`config.mk`:
```
export PLATFORM = sky130hd
export DESIGN_NAME = fetch_unit
export DESIGN_NICKNAME = d
export VERILOG_FILES = /design/src/source/fetch_pkg.sv /design/src/source/redirect_select.sv /design/src/source/branch_predict_buffer.sv /design/src/source/fetch_pc.sv /design/src/source/fetch_pack.sv /design/src/source/fetch_unit.sv
export VERILOG_INCLUDE_DIRS = /design/src /design/src/source
export SDC_FILE = /design/constraint.sdc
export NUM_CORES = 2
export LEC_CHECK = 0
export BUFFER_PORTS_ARGS = -buffer_cell sky130_fd_sc_hd__buf_2
export CAP_MARGIN = 20
export CORE_UTILIZATION = 40
export DETAILED_ROUTE_END_ITERATION = 7
export GPL_TIMING_DRIVEN = 0
export PLACE_DENSITY_LB_ADDON = 0.1
export SYNTH_ARGS = -nofsm -noshare
export SYNTH_HDL_FRONTEND = slang
export SYNTH_SLANG_ARGS = --single-unit
```
`constraint.sdc`:
```
create_clock -name clk -period 5.75 [get_ports clk]
set_input_delay 0.8625 -clock clk [delete_from_list [all_inputs] [get_ports clk]]
set_output_delay 0.8625 -clock clk [all_outputs]
set_load 0.005 [all_outputs]
```
`src/source/fetch_cfg.svh`:
```
`ifndef FETCH_CFG_SVH
`define FETCH_CFG_SVH

// fetch address loaded on reset, the MIPS boot ROM entry.
`define FETCH_RESET_VECTOR 32'hbfc00000

// branch prediction buffer geometry, entries must stay a power of two.
`define FETCH_BPB_ENTRIES 16
`define FETCH_BPB_INDEX_BITS 4

// width of one instruction or address word.
`define FETCH_DATA_WIDTH 32

`endif

```
`src/source/fetch_pkg.sv`:
```
`default_nettype none

`include "fetch_cfg.svh"

package fetch_pkg;

    typedef logic [`FETCH_DATA_WIDTH-1:0] word_t;

    // commit side view of a control transfer.
    typedef struct packed {
        logic  exception_valid;
        logic  is_eret;
        logic  branch;
        logic  jump;
        logic  jr;
        word_t pcexception;
        word_t epc;
        word_t pcbranch;
        word_t pcjump;
        word_t pcjr;
    } redirect_t;

    typedef struct packed {
        logic  taken;
        word_t destpc;
    } bpb_result_t;

    typedef struct packed {
        word_t instr;
        word_t pcplus4;
        logic  en;
        logic  exception_instr;
        logic  pred;
        logic  is_branch;
    } fetch_data_t;

    // one instruction word, seen as i-type or j-type.
    typedef union packed {
        struct packed {
            logic [5:0]  opcode;
            logic [4:0]  rs;
            logic [4:0]  rt;
            logic [15:0] immediate;
        } i_form;
        struct packed {
            logic [5:0]  opcode;
            logic [25:0] target;
        } j_form;
    } instr_t;

endpackage

`default_nettype wire

```
`src/source/redirect_select.sv`:
```
`timescale 1ns/1ps
`default_nettype none

module redirect_select
    import fetch_pkg::*;
(
    input  redirect_t redirect,
    output word_t     redirect_pc,
    output logic      redirect_strobe
);

    assign redirect_strobe = redirect.exception_valid | redirect.is_eret |
                             redirect.branch | redirect.jump | redirect.jr;

    // exception beats everything, jr is the weakest.
    always_comb
    begin
        if (redirect.exception_valid)
            redirect_pc = redirect.pcexception;
        else if (redirect.is_eret)
            redirect_pc = redirect.epc;
        else if (redirect.branch)
            redirect_pc = redirect.pcbranch;
        else if (redirect.jump)
            redirect_pc = redirect.pcjump;
        else
            redirect_pc = redirect.pcjr;  // also the idle value, unused without strobe.
    end

    // the exception vector must be a real instruction address.
    always_comb
    begin
        if (redirect_strobe && redirect.exception_valid)
        begin
            assert (redirect_pc[1:0] == 2'b00)
                else $error("exception redirect to misaligned pc %h", redirect_pc);
        end
    end

endmodule

`default_nettype wire

```
`src/source/branch_predict_buffer.sv`:
```
`timescale 1ns/1ps
`default_nettype none

`include "fetch_cfg.svh"

module branch_predict_buffer
    import fetch_pkg::*;
(
    input  logic              clk,
    input  logic              reset,
    input  word_t       [1:0] lookup_pc,
    output bpb_result_t [1:0] lookup_result,
    input  logic              update_valid,
    input  word_t             update_pc,
    input  logic              update_taken,
    input  word_t             update_target
);

    localparam int INDEX_BITS = `FETCH_BPB_INDEX_BITS;
    localparam int ENTRIES    = `FETCH_BPB_ENTRIES;
    localparam int TAG_BITS   = `FETCH_DATA_WIDTH - INDEX_BITS - 2;

    logic [ENTRIES-1:0]  entry_valid;
    logic [TAG_BITS-1:0] entry_tag    [ENTRIES];
    logic                entry_taken  [ENTRIES];
    word_t               entry_target [ENTRIES];

    logic [INDEX_BITS-1:0] update_index;
    logic [TAG_BITS-1:0]   update_tag;

    assign update_index = update_pc[INDEX_BITS+1:2];
    assign update_tag   = update_pc[`FETCH_DATA_WIDTH-1:INDEX_BITS+2];

    always_ff @(posedge clk or posedge reset)
    begin
        if (reset)
            entry_valid <= '0;
        else if (update_valid)
            entry_valid[update_index] <= 1'b1;
    end

    always_ff @(posedge clk)
    begin
        if (update_valid)
        begin
            entry_tag[update_index]    <= update_tag;
            entry_taken[update_index]  <= update_taken;
            entry_target[update_index] <= update_target;
        end
    end

    // two read ports, one per fetch slot.
    for (genvar i = 0; i < 2; i++)
    begin : g_lookup
        logic [INDEX_BITS-1:0] index;
        logic [TAG_BITS-1:0]   tag;
        logic                  match;

        assign index = lookup_pc[i][INDEX_BITS+1:2];
        assign tag   = lookup_pc[i][`FETCH_DATA_WIDTH-1:INDEX_BITS+2];
        assign match = entry_valid[index] && (entry_tag[index] == tag);

        always_comb
        begin
            if (match)
            begin
                lookup_result[i].taken  = entry_taken[index];
                lookup_result[i].destpc = entry_target[index];
            end
            else
                lookup_result[i] = '0;  // a miss reads as not taken.
        end
    end

    assert property (@(posedge clk) disable iff (reset)
        update_valid |-> (update_pc[1:0] == 2'b00))
        else $error("branch buffer trained with misaligned pc %h", update_pc);

endmodule

`default_nettype wire

```
`src/source/fetch_pc.sv`:
```
`timescale 1ns/1ps
`default_nettype none

`include "fetch_cfg.svh"

module fetch_pc
    import fetch_pkg::*;
(
    input  logic              clk,
    input  logic              reset,
    input  logic              stall,
    input  word_t             redirect_pc,
    input  logic              redirect_strobe,
    input  logic              hit,
    input  logic              data_ok,
    input  bpb_result_t [1:0] slot_predict,
    output word_t             pc,
    output word_t       [1:0] slot_pc,
    output logic              carried_taken,
    output logic              finish
);

    bpb_result_t carried;
    bpb_result_t carried_next;
    logic        conflict;
    logic        advance;
    word_t       pc_plus4;
    word_t       pc_plus8;
    word_t       pc_seq;

    assign pc_plus4 = pc + 32'd4;
    assign pc_plus8 = pc + 32'd8;

    assign slot_pc[1] = pc;
    assign slot_pc[0] = pc_plus4;

    // an answer still in flight after a redirect belongs to the old pc.
    assign finish  = data_ok && !conflict;
    assign advance = finish && !stall;

    assign carried_taken = carried.taken;

    always_comb
    begin
        if (carried.taken)
            pc_seq = carried.destpc;  // delay slot already fetched.
        else if (hit && slot_predict[1].taken)
            pc_seq = slot_predict[1].destpc;
        else if (hit)
            pc_seq = pc_plus8;
        else
            pc_seq = pc_plus4;
    end

    // the last slot fetched decides what gets carried.
    assign carried_next = hit ? slot_predict[0] : slot_predict[1];

    always_ff @(posedge clk or posedge reset)
    begin
        if (reset)
        begin
            pc      <= `FETCH_RESET_VECTOR;
            carried <= '0;
        end
        else if (redirect_strobe)
        begin
            pc      <= redirect_pc;
            carried <= '0;
        end
        else if (advance)
        begin
            pc      <= pc_seq;
            carried <= carried_next;
        end
    end

    always_ff @(posedge clk or posedge reset)
    begin
        if (reset)
            conflict <= 1'b0;
        else if (data_ok)
            conflict <= 1'b0;  // a returning answer retires the old request.
        else if (redirect_strobe)
            conflict <= 1'b1;
    end

    assert property (@(posedge clk) disable iff (reset)
        (stall && !redirect_strobe) |=> $stable(pc))
        else $error("pc moved during stall");

endmodule

`default_nettype wire

```
`src/source/fetch_pack.sv`:
```
`timescale 1ns/1ps
`default_nettype none

module fetch_pack
    import fetch_pkg::*;
(
    input  word_t             pc,
    input  word_t       [1:0] data,
    input  logic              hit,
    input  logic              carried_taken,
    input  bpb_result_t [1:0] slot_predict,
    output fetch_data_t [1:0] fetch_data
);

    instr_t [1:0] slot_instr;
    logic         misaligned;

    // opcodes 1 and 4..7 are branches, 2 and 3 are j and jal.
    function automatic logic is_control(input instr_t ins);
        logic branch_op;
        logic jump_op;
        branch_op = (ins.i_form.opcode == 6'd1) ||
                    (ins.i_form.opcode >= 6'd4 && ins.i_form.opcode <= 6'd7);
        jump_op   = (ins.j_form.opcode == 6'd2) || (ins.j_form.opcode == 6'd3);
        return branch_op || jump_op;
    endfunction

    assign slot_instr[1] = data[0];
    assign slot_instr[0] = carried_taken ? '0 : data[1];  // squashed behind a taken delay slot.

    assign misaligned = (pc[1:0] != 2'b00);

    always_comb
    begin
        fetch_data[1].instr           = slot_instr[1];
        fetch_data[1].pcplus4         = pc + 32'd4;
        fetch_data[1].en              = 1'b1;
        fetch_data[1].exception_instr = misaligned;
        fetch_data[1].pred            = slot_predict[1].taken;
        fetch_data[1].is_branch       = is_control(slot_instr[1]);
    end

    always_comb
    begin
        fetch_data[0].instr           = slot_instr[0];
        fetch_data[0].pcplus4         = pc + 32'd8;
        fetch_data[0].en              = hit && !carried_taken;
        fetch_data[0].exception_instr = misaligned;
        fetch_data[0].pred            = slot_predict[0].taken && hit;
        fetch_data[0].is_branch       = is_control(slot_instr[0]);
    end

endmodule

`default_nettype wire

```
`src/source/fetch_unit.sv`:
```
`timescale 1ns/1ps
`default_nettype none

module fetch_unit
    import fetch_pkg::*;
(
    input  logic              clk,
    input  logic              reset,
    input  logic              stall,
    input  redirect_t         redirect,
    input  logic              update_valid,
    input  word_t             update_pc,
    input  logic              update_taken,
    input  word_t             update_target,
    output word_t             addr,
    input  word_t       [1:0] data,
    input  logic              hit,
    input  logic              data_ok,
    output fetch_data_t [1:0] fetch_data,
    output logic              finish,
    output word_t       [1:0] pc_predict
);

    word_t             redirect_pc;
    logic              redirect_strobe;
    word_t             pc;
    word_t       [1:0] slot_pc;
    logic              carried_taken;
    bpb_result_t [1:0] slot_predict;

    redirect_select u_redirect_select (
        .redirect        (redirect),
        .redirect_pc     (redirect_pc),
        .redirect_strobe (redirect_strobe)
    );

    branch_predict_buffer u_bpb (
        .clk           (clk),
        .reset         (reset),
        .lookup_pc     (slot_pc),
        .lookup_result (slot_predict),
        .update_valid  (update_valid),
        .update_pc     (update_pc),
        .update_taken  (update_taken),
        .update_target (update_target)
    );

    fetch_pc u_fetch_pc (
        .clk             (clk),
        .reset           (reset),
        .stall           (stall),
        .redirect_pc     (redirect_pc),
        .redirect_strobe (redirect_strobe),
        .hit             (hit),
        .data_ok         (data_ok),
        .slot_predict    (slot_predict),
        .pc              (pc),
        .slot_pc         (slot_pc),
        .carried_taken   (carried_taken),
        .finish          (finish)
    );

    fetch_pack u_fetch_pack (
        .pc            (pc),
        .data          (data),
        .hit           (hit),
        .carried_taken (carried_taken),
        .slot_predict  (slot_predict),
        .fetch_data    (fetch_data)
    );

    assign addr       = pc;
    assign pc_predict = slot_pc;  // slot 1 is pc, slot 0 is pc+4.

endmodule

`default_nettype wire

```
==> After elaboration in Yosys (flattened, before gate mapping) <==
Memory sizes are Yosys's and may differ from the RTL's.
Index checks and enable logic that the tools add are counted.
{ "word_totals": {"reg_bits": 82, "latch_bits": 0, "ram_bits": 944, "romBits": 0, "in_bits": 300, "output_inout_bits": 233, "elab_cells": 78, "n_memories": 3} }
{ "classes": {"addsub": 2, "n_mul": 0, "n_div": 0, "order_cmp": 8, "n_eq_ne": 8, "shifts": 0, "muxes": 25, "bitwise_logic": 5, "reduce_logical": 22} }
{ "mem_list": {"columns": ["name", "words", "width", "read_ports", "rd_ports_with_merged_regs", "write_ports", "line_no", "text"], "rows": [
  ["u_bpb.entry_target", 16, 32, 2, 0, 1, "branch_predict_buffer.sv:26", "word_t entry_target [ENTRIES];"],
  ["u_bpb.entry_tag", 16, 26, 2, 0, 1, "branch_predict_buffer.sv:24", "logic [TAG_BITS-1:0] entry_tag [ENTRIES];"],
  ["u_bpb.entry_taken", 16, 1, 2, 0, 1, "branch_predict_buffer.sv:25", "logic entry_taken [ENTRIES];"]
]} }
{ "ops": {"columns": ["cell", "count"], "rows": [
  ["$mux W32", 10],
  ["$mux W33", 5],
  ["$eq A26 B26 Y1", 2],
  ["$add A32 B3 Y32 const B", 1],
  ["$add A32 B4 Y32 const B", 1],
  ["$eq A6 B2 Y1 const B", 4],
  ["$or A16 B16 Y16", 1],
  ["$lt A4 B5 Y1 const B", 3],
  ["$eq A6 B1 Y1 const B", 2],
  ["$ge A6 B3 Y1 const B", 2],
  ["$le A6 B3 Y1 const B", 2],
  ["$logic_and A1 B1 Y1", 10],
  ["$bmux W1 S4", 2],
  ["$mux W1", 7],
  ["$logic_or A1 B1 Y1", 6],
  ["$reduce_bool A2 Y1", 3],
  ["$demux W1 S4", 1],
  ["$ge A4 B1 Y1 const B", 1],
  ["$or A1 B1 Y1", 4],
  ["$logic_not A1 Y1", 3]
]} }

==> Logic depth before layout (Yosys ltp) <==
{ "logic_depth": {"ltp_word": 9, "mapped_depth": 18, "mapped_depth_nobuf": 12} }

==> Modules after synthesis <==
A second synthesis with hierarchy kept.
{ "hier_totals": {"cells_unflattened": 3399, "area_unflattened_um2": 54315.8} }
{ "modules_own_cells": {"columns": ["mod", "instances", "cells_per_inst", "area_each_um2", "seq_area_each_um2"], "rows": [
  ["branch_predict_buffer", 1, 2290, 45990.4, 28747.6],
  ["fetch_pc", 1, 709, 5489.0, 1662.8],
  ["fetch_pack", 1, 246, 1699.1, 0.0],
  ["redirect_select", 1, 154, 1137.3, 0.0]
]} }

==> Least setup slack after synthesis <==
Ideal clock, no wire load.
{ "synth_timing": {"path_kind": "input-to-reg", "startpoint": "in update_pc[3]", "endpoint": "reg u_bpb.entry_valid[0]", "setup_ps": 90, "t_arrival_ps": 5902, "setup_slack_ps": -241, "stages": 3, "path_cell_list": "or3b_2 nor3_1 or2_2"} }
{ "synth_via": {"elab_chain_cells": 5} }
{ "synth_rtl": {"columns": ["element", "line_no", "text"], "rows": [
  ["start: declaration", "fetch_unit.sv:12", "input word_t update_pc,"],
  ["$lt A4 B5 Y1 (not written as such) / $ge A4 B1 Y1 (equally long branches)", "branch_predict_buffer.sv:39", "entry_valid[update_index] <= 1'b1;"],
  ["$logic_and A1 B1 Y1 (not written as such)", "branch_predict_buffer.sv:39", null],
  ["$mux W1 (not written as such)", "branch_predict_buffer.sv:39", null],
  ["$demux W1 S4 *", null, null],
  ["$or A16 B16 Y16 (no line) *", null, null],
  ["end signal: assignment", "branch_predict_buffer.sv:37", "entry_valid <= '0;"],
  ["end signal: indexed assignment", "branch_predict_buffer.sv:39", null],
  ["end: declaration", "branch_predict_buffer.sv:23", "logic [ENTRIES-1:0] entry_valid;"]
]} }
Mark *: on every way between the ends. The rest lies on a longest branch, timed or not.
A chain may end at the register's enable or synchronous reset.

==> metrics <==
Worst setup EP type primary output; Leak 22.2 nW; critical path type flop to primary output; Synth cell types 70; Area contributors post-synth edfxtp_1 55%, mux4_2 21%, dfrtp_1 3.5%; maximum fanout along the worst path 10; row count 131; final core utilization 0.491; area grow syn2layout 21.3%; Starting Density 0.405; skew final 0.0306 ns; count leader, synth edfxtp_1; antenna-violating nets left 0; Starting DRT DRC Count 5104; min cycle time layout 5.81 ns; mapped cell area 0.0519 sq mm; root buffer cell clkbuf_16; Die H 362 um; dpl cells 5569; Reg clk slew, reported paths 0.06 ns; number of synthesized register bits 1026; num ports 533; CP startpoint kind flop; Compound-Gate Fraction of Synth Area 0.0497; Peak VDD IR 221 uV; layout cells sized above 1 0.399; Synth warnings 0; CP delay by family, top buffers and inverters; IO Port Bufs 500; Synth top cells by count 944 x edfxtp_1, 490 x mux4_2, 245 x nand2_1; Crit path top cell by count buf_6; WP buf/inv 9; worst hold-check path type primary input to asynchronous set/reset pin; Tcrit/Tclk final 1.01; Layout fillers 11000; area leader, netlist edfxtp_1; clk sinks 1026; main combinational cell family by area after synthesis multiplexers; GRT overflow 0; drt first pass iters 5; top_reg_cell synth edfxtp_1; hold_buf cts 0; drt drc 0; crit path cell chain buf_6 -> buf_6 -> buf_6 -> buf_8 -> buf_6 -> buf_8 -> nand4_1 -> xnor2_2 -> buf_6 -> xnor2_1 -> nand3_1 -> nor4_1 -> buf_2 -> and3_4 -> nor2b_4 -> buf_2; Synth Area in Adders 0.000482; Fmax 172 MHz; worst path required time 4.89 ns; XOR/XNOR Fraction of Synth Area 0.0189; Final setup viols 3; Worst-Skew Late Latency 0.75 ns; Max Cap Violations 0; Seq/Total Area, Yosys 0.586; final hold viol count 0; nets 4273; gp weighted congestion 1.01; total CTS buffers 108; fin cells 5805; Async S/R FF share, synth 0.0799; vias 37000; Via density 6.38; Critical Path Max Stage Delay 0.52 ns; Synth Area in Simple Gates 0.0570; CTS max path bufs 3; setup TNS -0.141 ns; cell count after synthesis 3236; Avg Inst Size Synth 16.0 sq um; crit path max-delay cell type dfrtp_2; max-slew violations 0; core area 0.128 sq mm; first-pass GRT wire length 301 mm; TritonCTS clock tree yes; Tot Pwr 0.0204 W; GRT Resource Usage Total 0.341; die area 0.131 sq mm; PwrDens 325 mW/mm^2; Worst Path Arrival 4.95 ns; pin count of the biggest net entering global routing 50; EDFF count, synth 944; Post-Route WL 226 mm; Avg WL per Cell 39.0 um; final worst slack -0.0634 ns; Max-slew headroom 0.176; chip width 362 um; antenna violations before repair 32; status finished, violations left; Yosys top cell area share 0.547; r2r setup slk 0.59 ns; vias in the first global route 34900; post-DP HPWL 169 mm; Net Count, Synth 3538; failing checks negative setup slack; Least-Margin Pin Slew 1.24 ns; mux cell area share after synthesis 0.247; unrepaired setup endpoints after global routing true; H-tree depth 3; worst hold slack 0.220 ns
-- per-stage QoR --
step | worst slack [ns] | instance area (sq um)
finish | -0.0634 | 62900
global placement | -8.14 | 56500
detailed placement | -1.43 | 58400
global route | -0.00512 | 62900
floorplan | 0.0610 | 51900
CTS | -0.0114 | 62600
-- kinds of logic after synthesis --
family,after synthesis
other cells,1
mux,666
buf+inv,390
fa+ha+maj,2
simple gates,639
compound gates,401
flops,1026
xor+xnor,111
-- state kept, by name, indices dropped and copies added, names as in the netlist --
name and cells:
u_fetch_pc.carried_taken 1, u_bpb.entry_tag 416, u_bpb.entry_target 512, u_fetch_pc.conflict 1, u_fetch_pc.carried 32, u_fetch_pc.pc 32, u_bpb.entry_taken 16, u_bpb.entry_valid 16
-- where the power goes --
| part | switching, W | total, W | internal [W] |
|---|---|---|---|
| clock network | 0.00305 | 0.00718 | 0.00413 |
| logic | 0.00286 | 0.00474 | 0.00188 |
| registers | 0.000173 | 0.00852 | 0.00834 |
-- per-layer routing --
metal,vias up,track usage,share of wire
li1,14400,-,-
met4,14,0.182,0.060
met1,19400,0.451,0.38
met2,2647,0.517,0.45
met3,533,0.0868,0.11
met5,-,0,0.00039
-- placed cells by master, fill, tap and decap left out, types with 25 or more instances in the layout --
master,synthesis,routed
edfxtp_1,944,944
buf_2,43,537
mux4_2,490,490
nand2_1,245,245
mux2i_1,157,153
buf_4,124,146
a21oi_1,123,123
clkbuf_1,128,118
nor2_1,128,114
clkbuf_16,0,112
nand3_1,106,105
o21ai_0,74,74
dfrtp_1,73,65
a22oi_1,61,59
xnor2_1,61,50
buf_6,14,49
xor2_1,49,45
buf_12,0,42
buf_1,49,38
nor2b_1,39,38
buf_8,0,32
a211oi_1,27,27
inv_1,28,26
clkbuf_2,0,25
-- area by class of cell --
cell class,count,area [sq um],area share
multi-input cells,1820,19900,0.316
repair buffers,633,4480,0.0712
plain buffers,350,2230,0.0355
well taps,1729,2160,0.0344
clock inverters,64,646,0.0103
clock buffers,139,2930,0.0467
diodes,12,30.0,0.000478
flip-flops and latches,1026,30400,0.484
inverters,32,126,0.00201
-- final timing paths --
kind | end | start | cells after the start
setup / recovery | fetch_data[1] | u_fetch_pc.pc[2] | 16
hold / removal | u_fetch_pc.carried[11] | reset | 2
setup reg to reg | u_fetch_pc.pc[2] | u_fetch_pc.pc[2] | 14
hold reg to reg | u_bpb.entry_valid[14] | u_bpb.entry_valid[14] | 1
max in group asynchronous | u_fetch_pc.pc[29] | reset | 3
min in group clk | u_fetch_pc.conflict | data_ok | 2
-- what timing repair did --
action	CTS	global route
resized for setup	134	33
setup buffers	10	16
endpoints found under the hold margin	0	0
pin swaps	9	11
endpoints found under the setup margin	49	4
(Power assumes the default switching activity.)
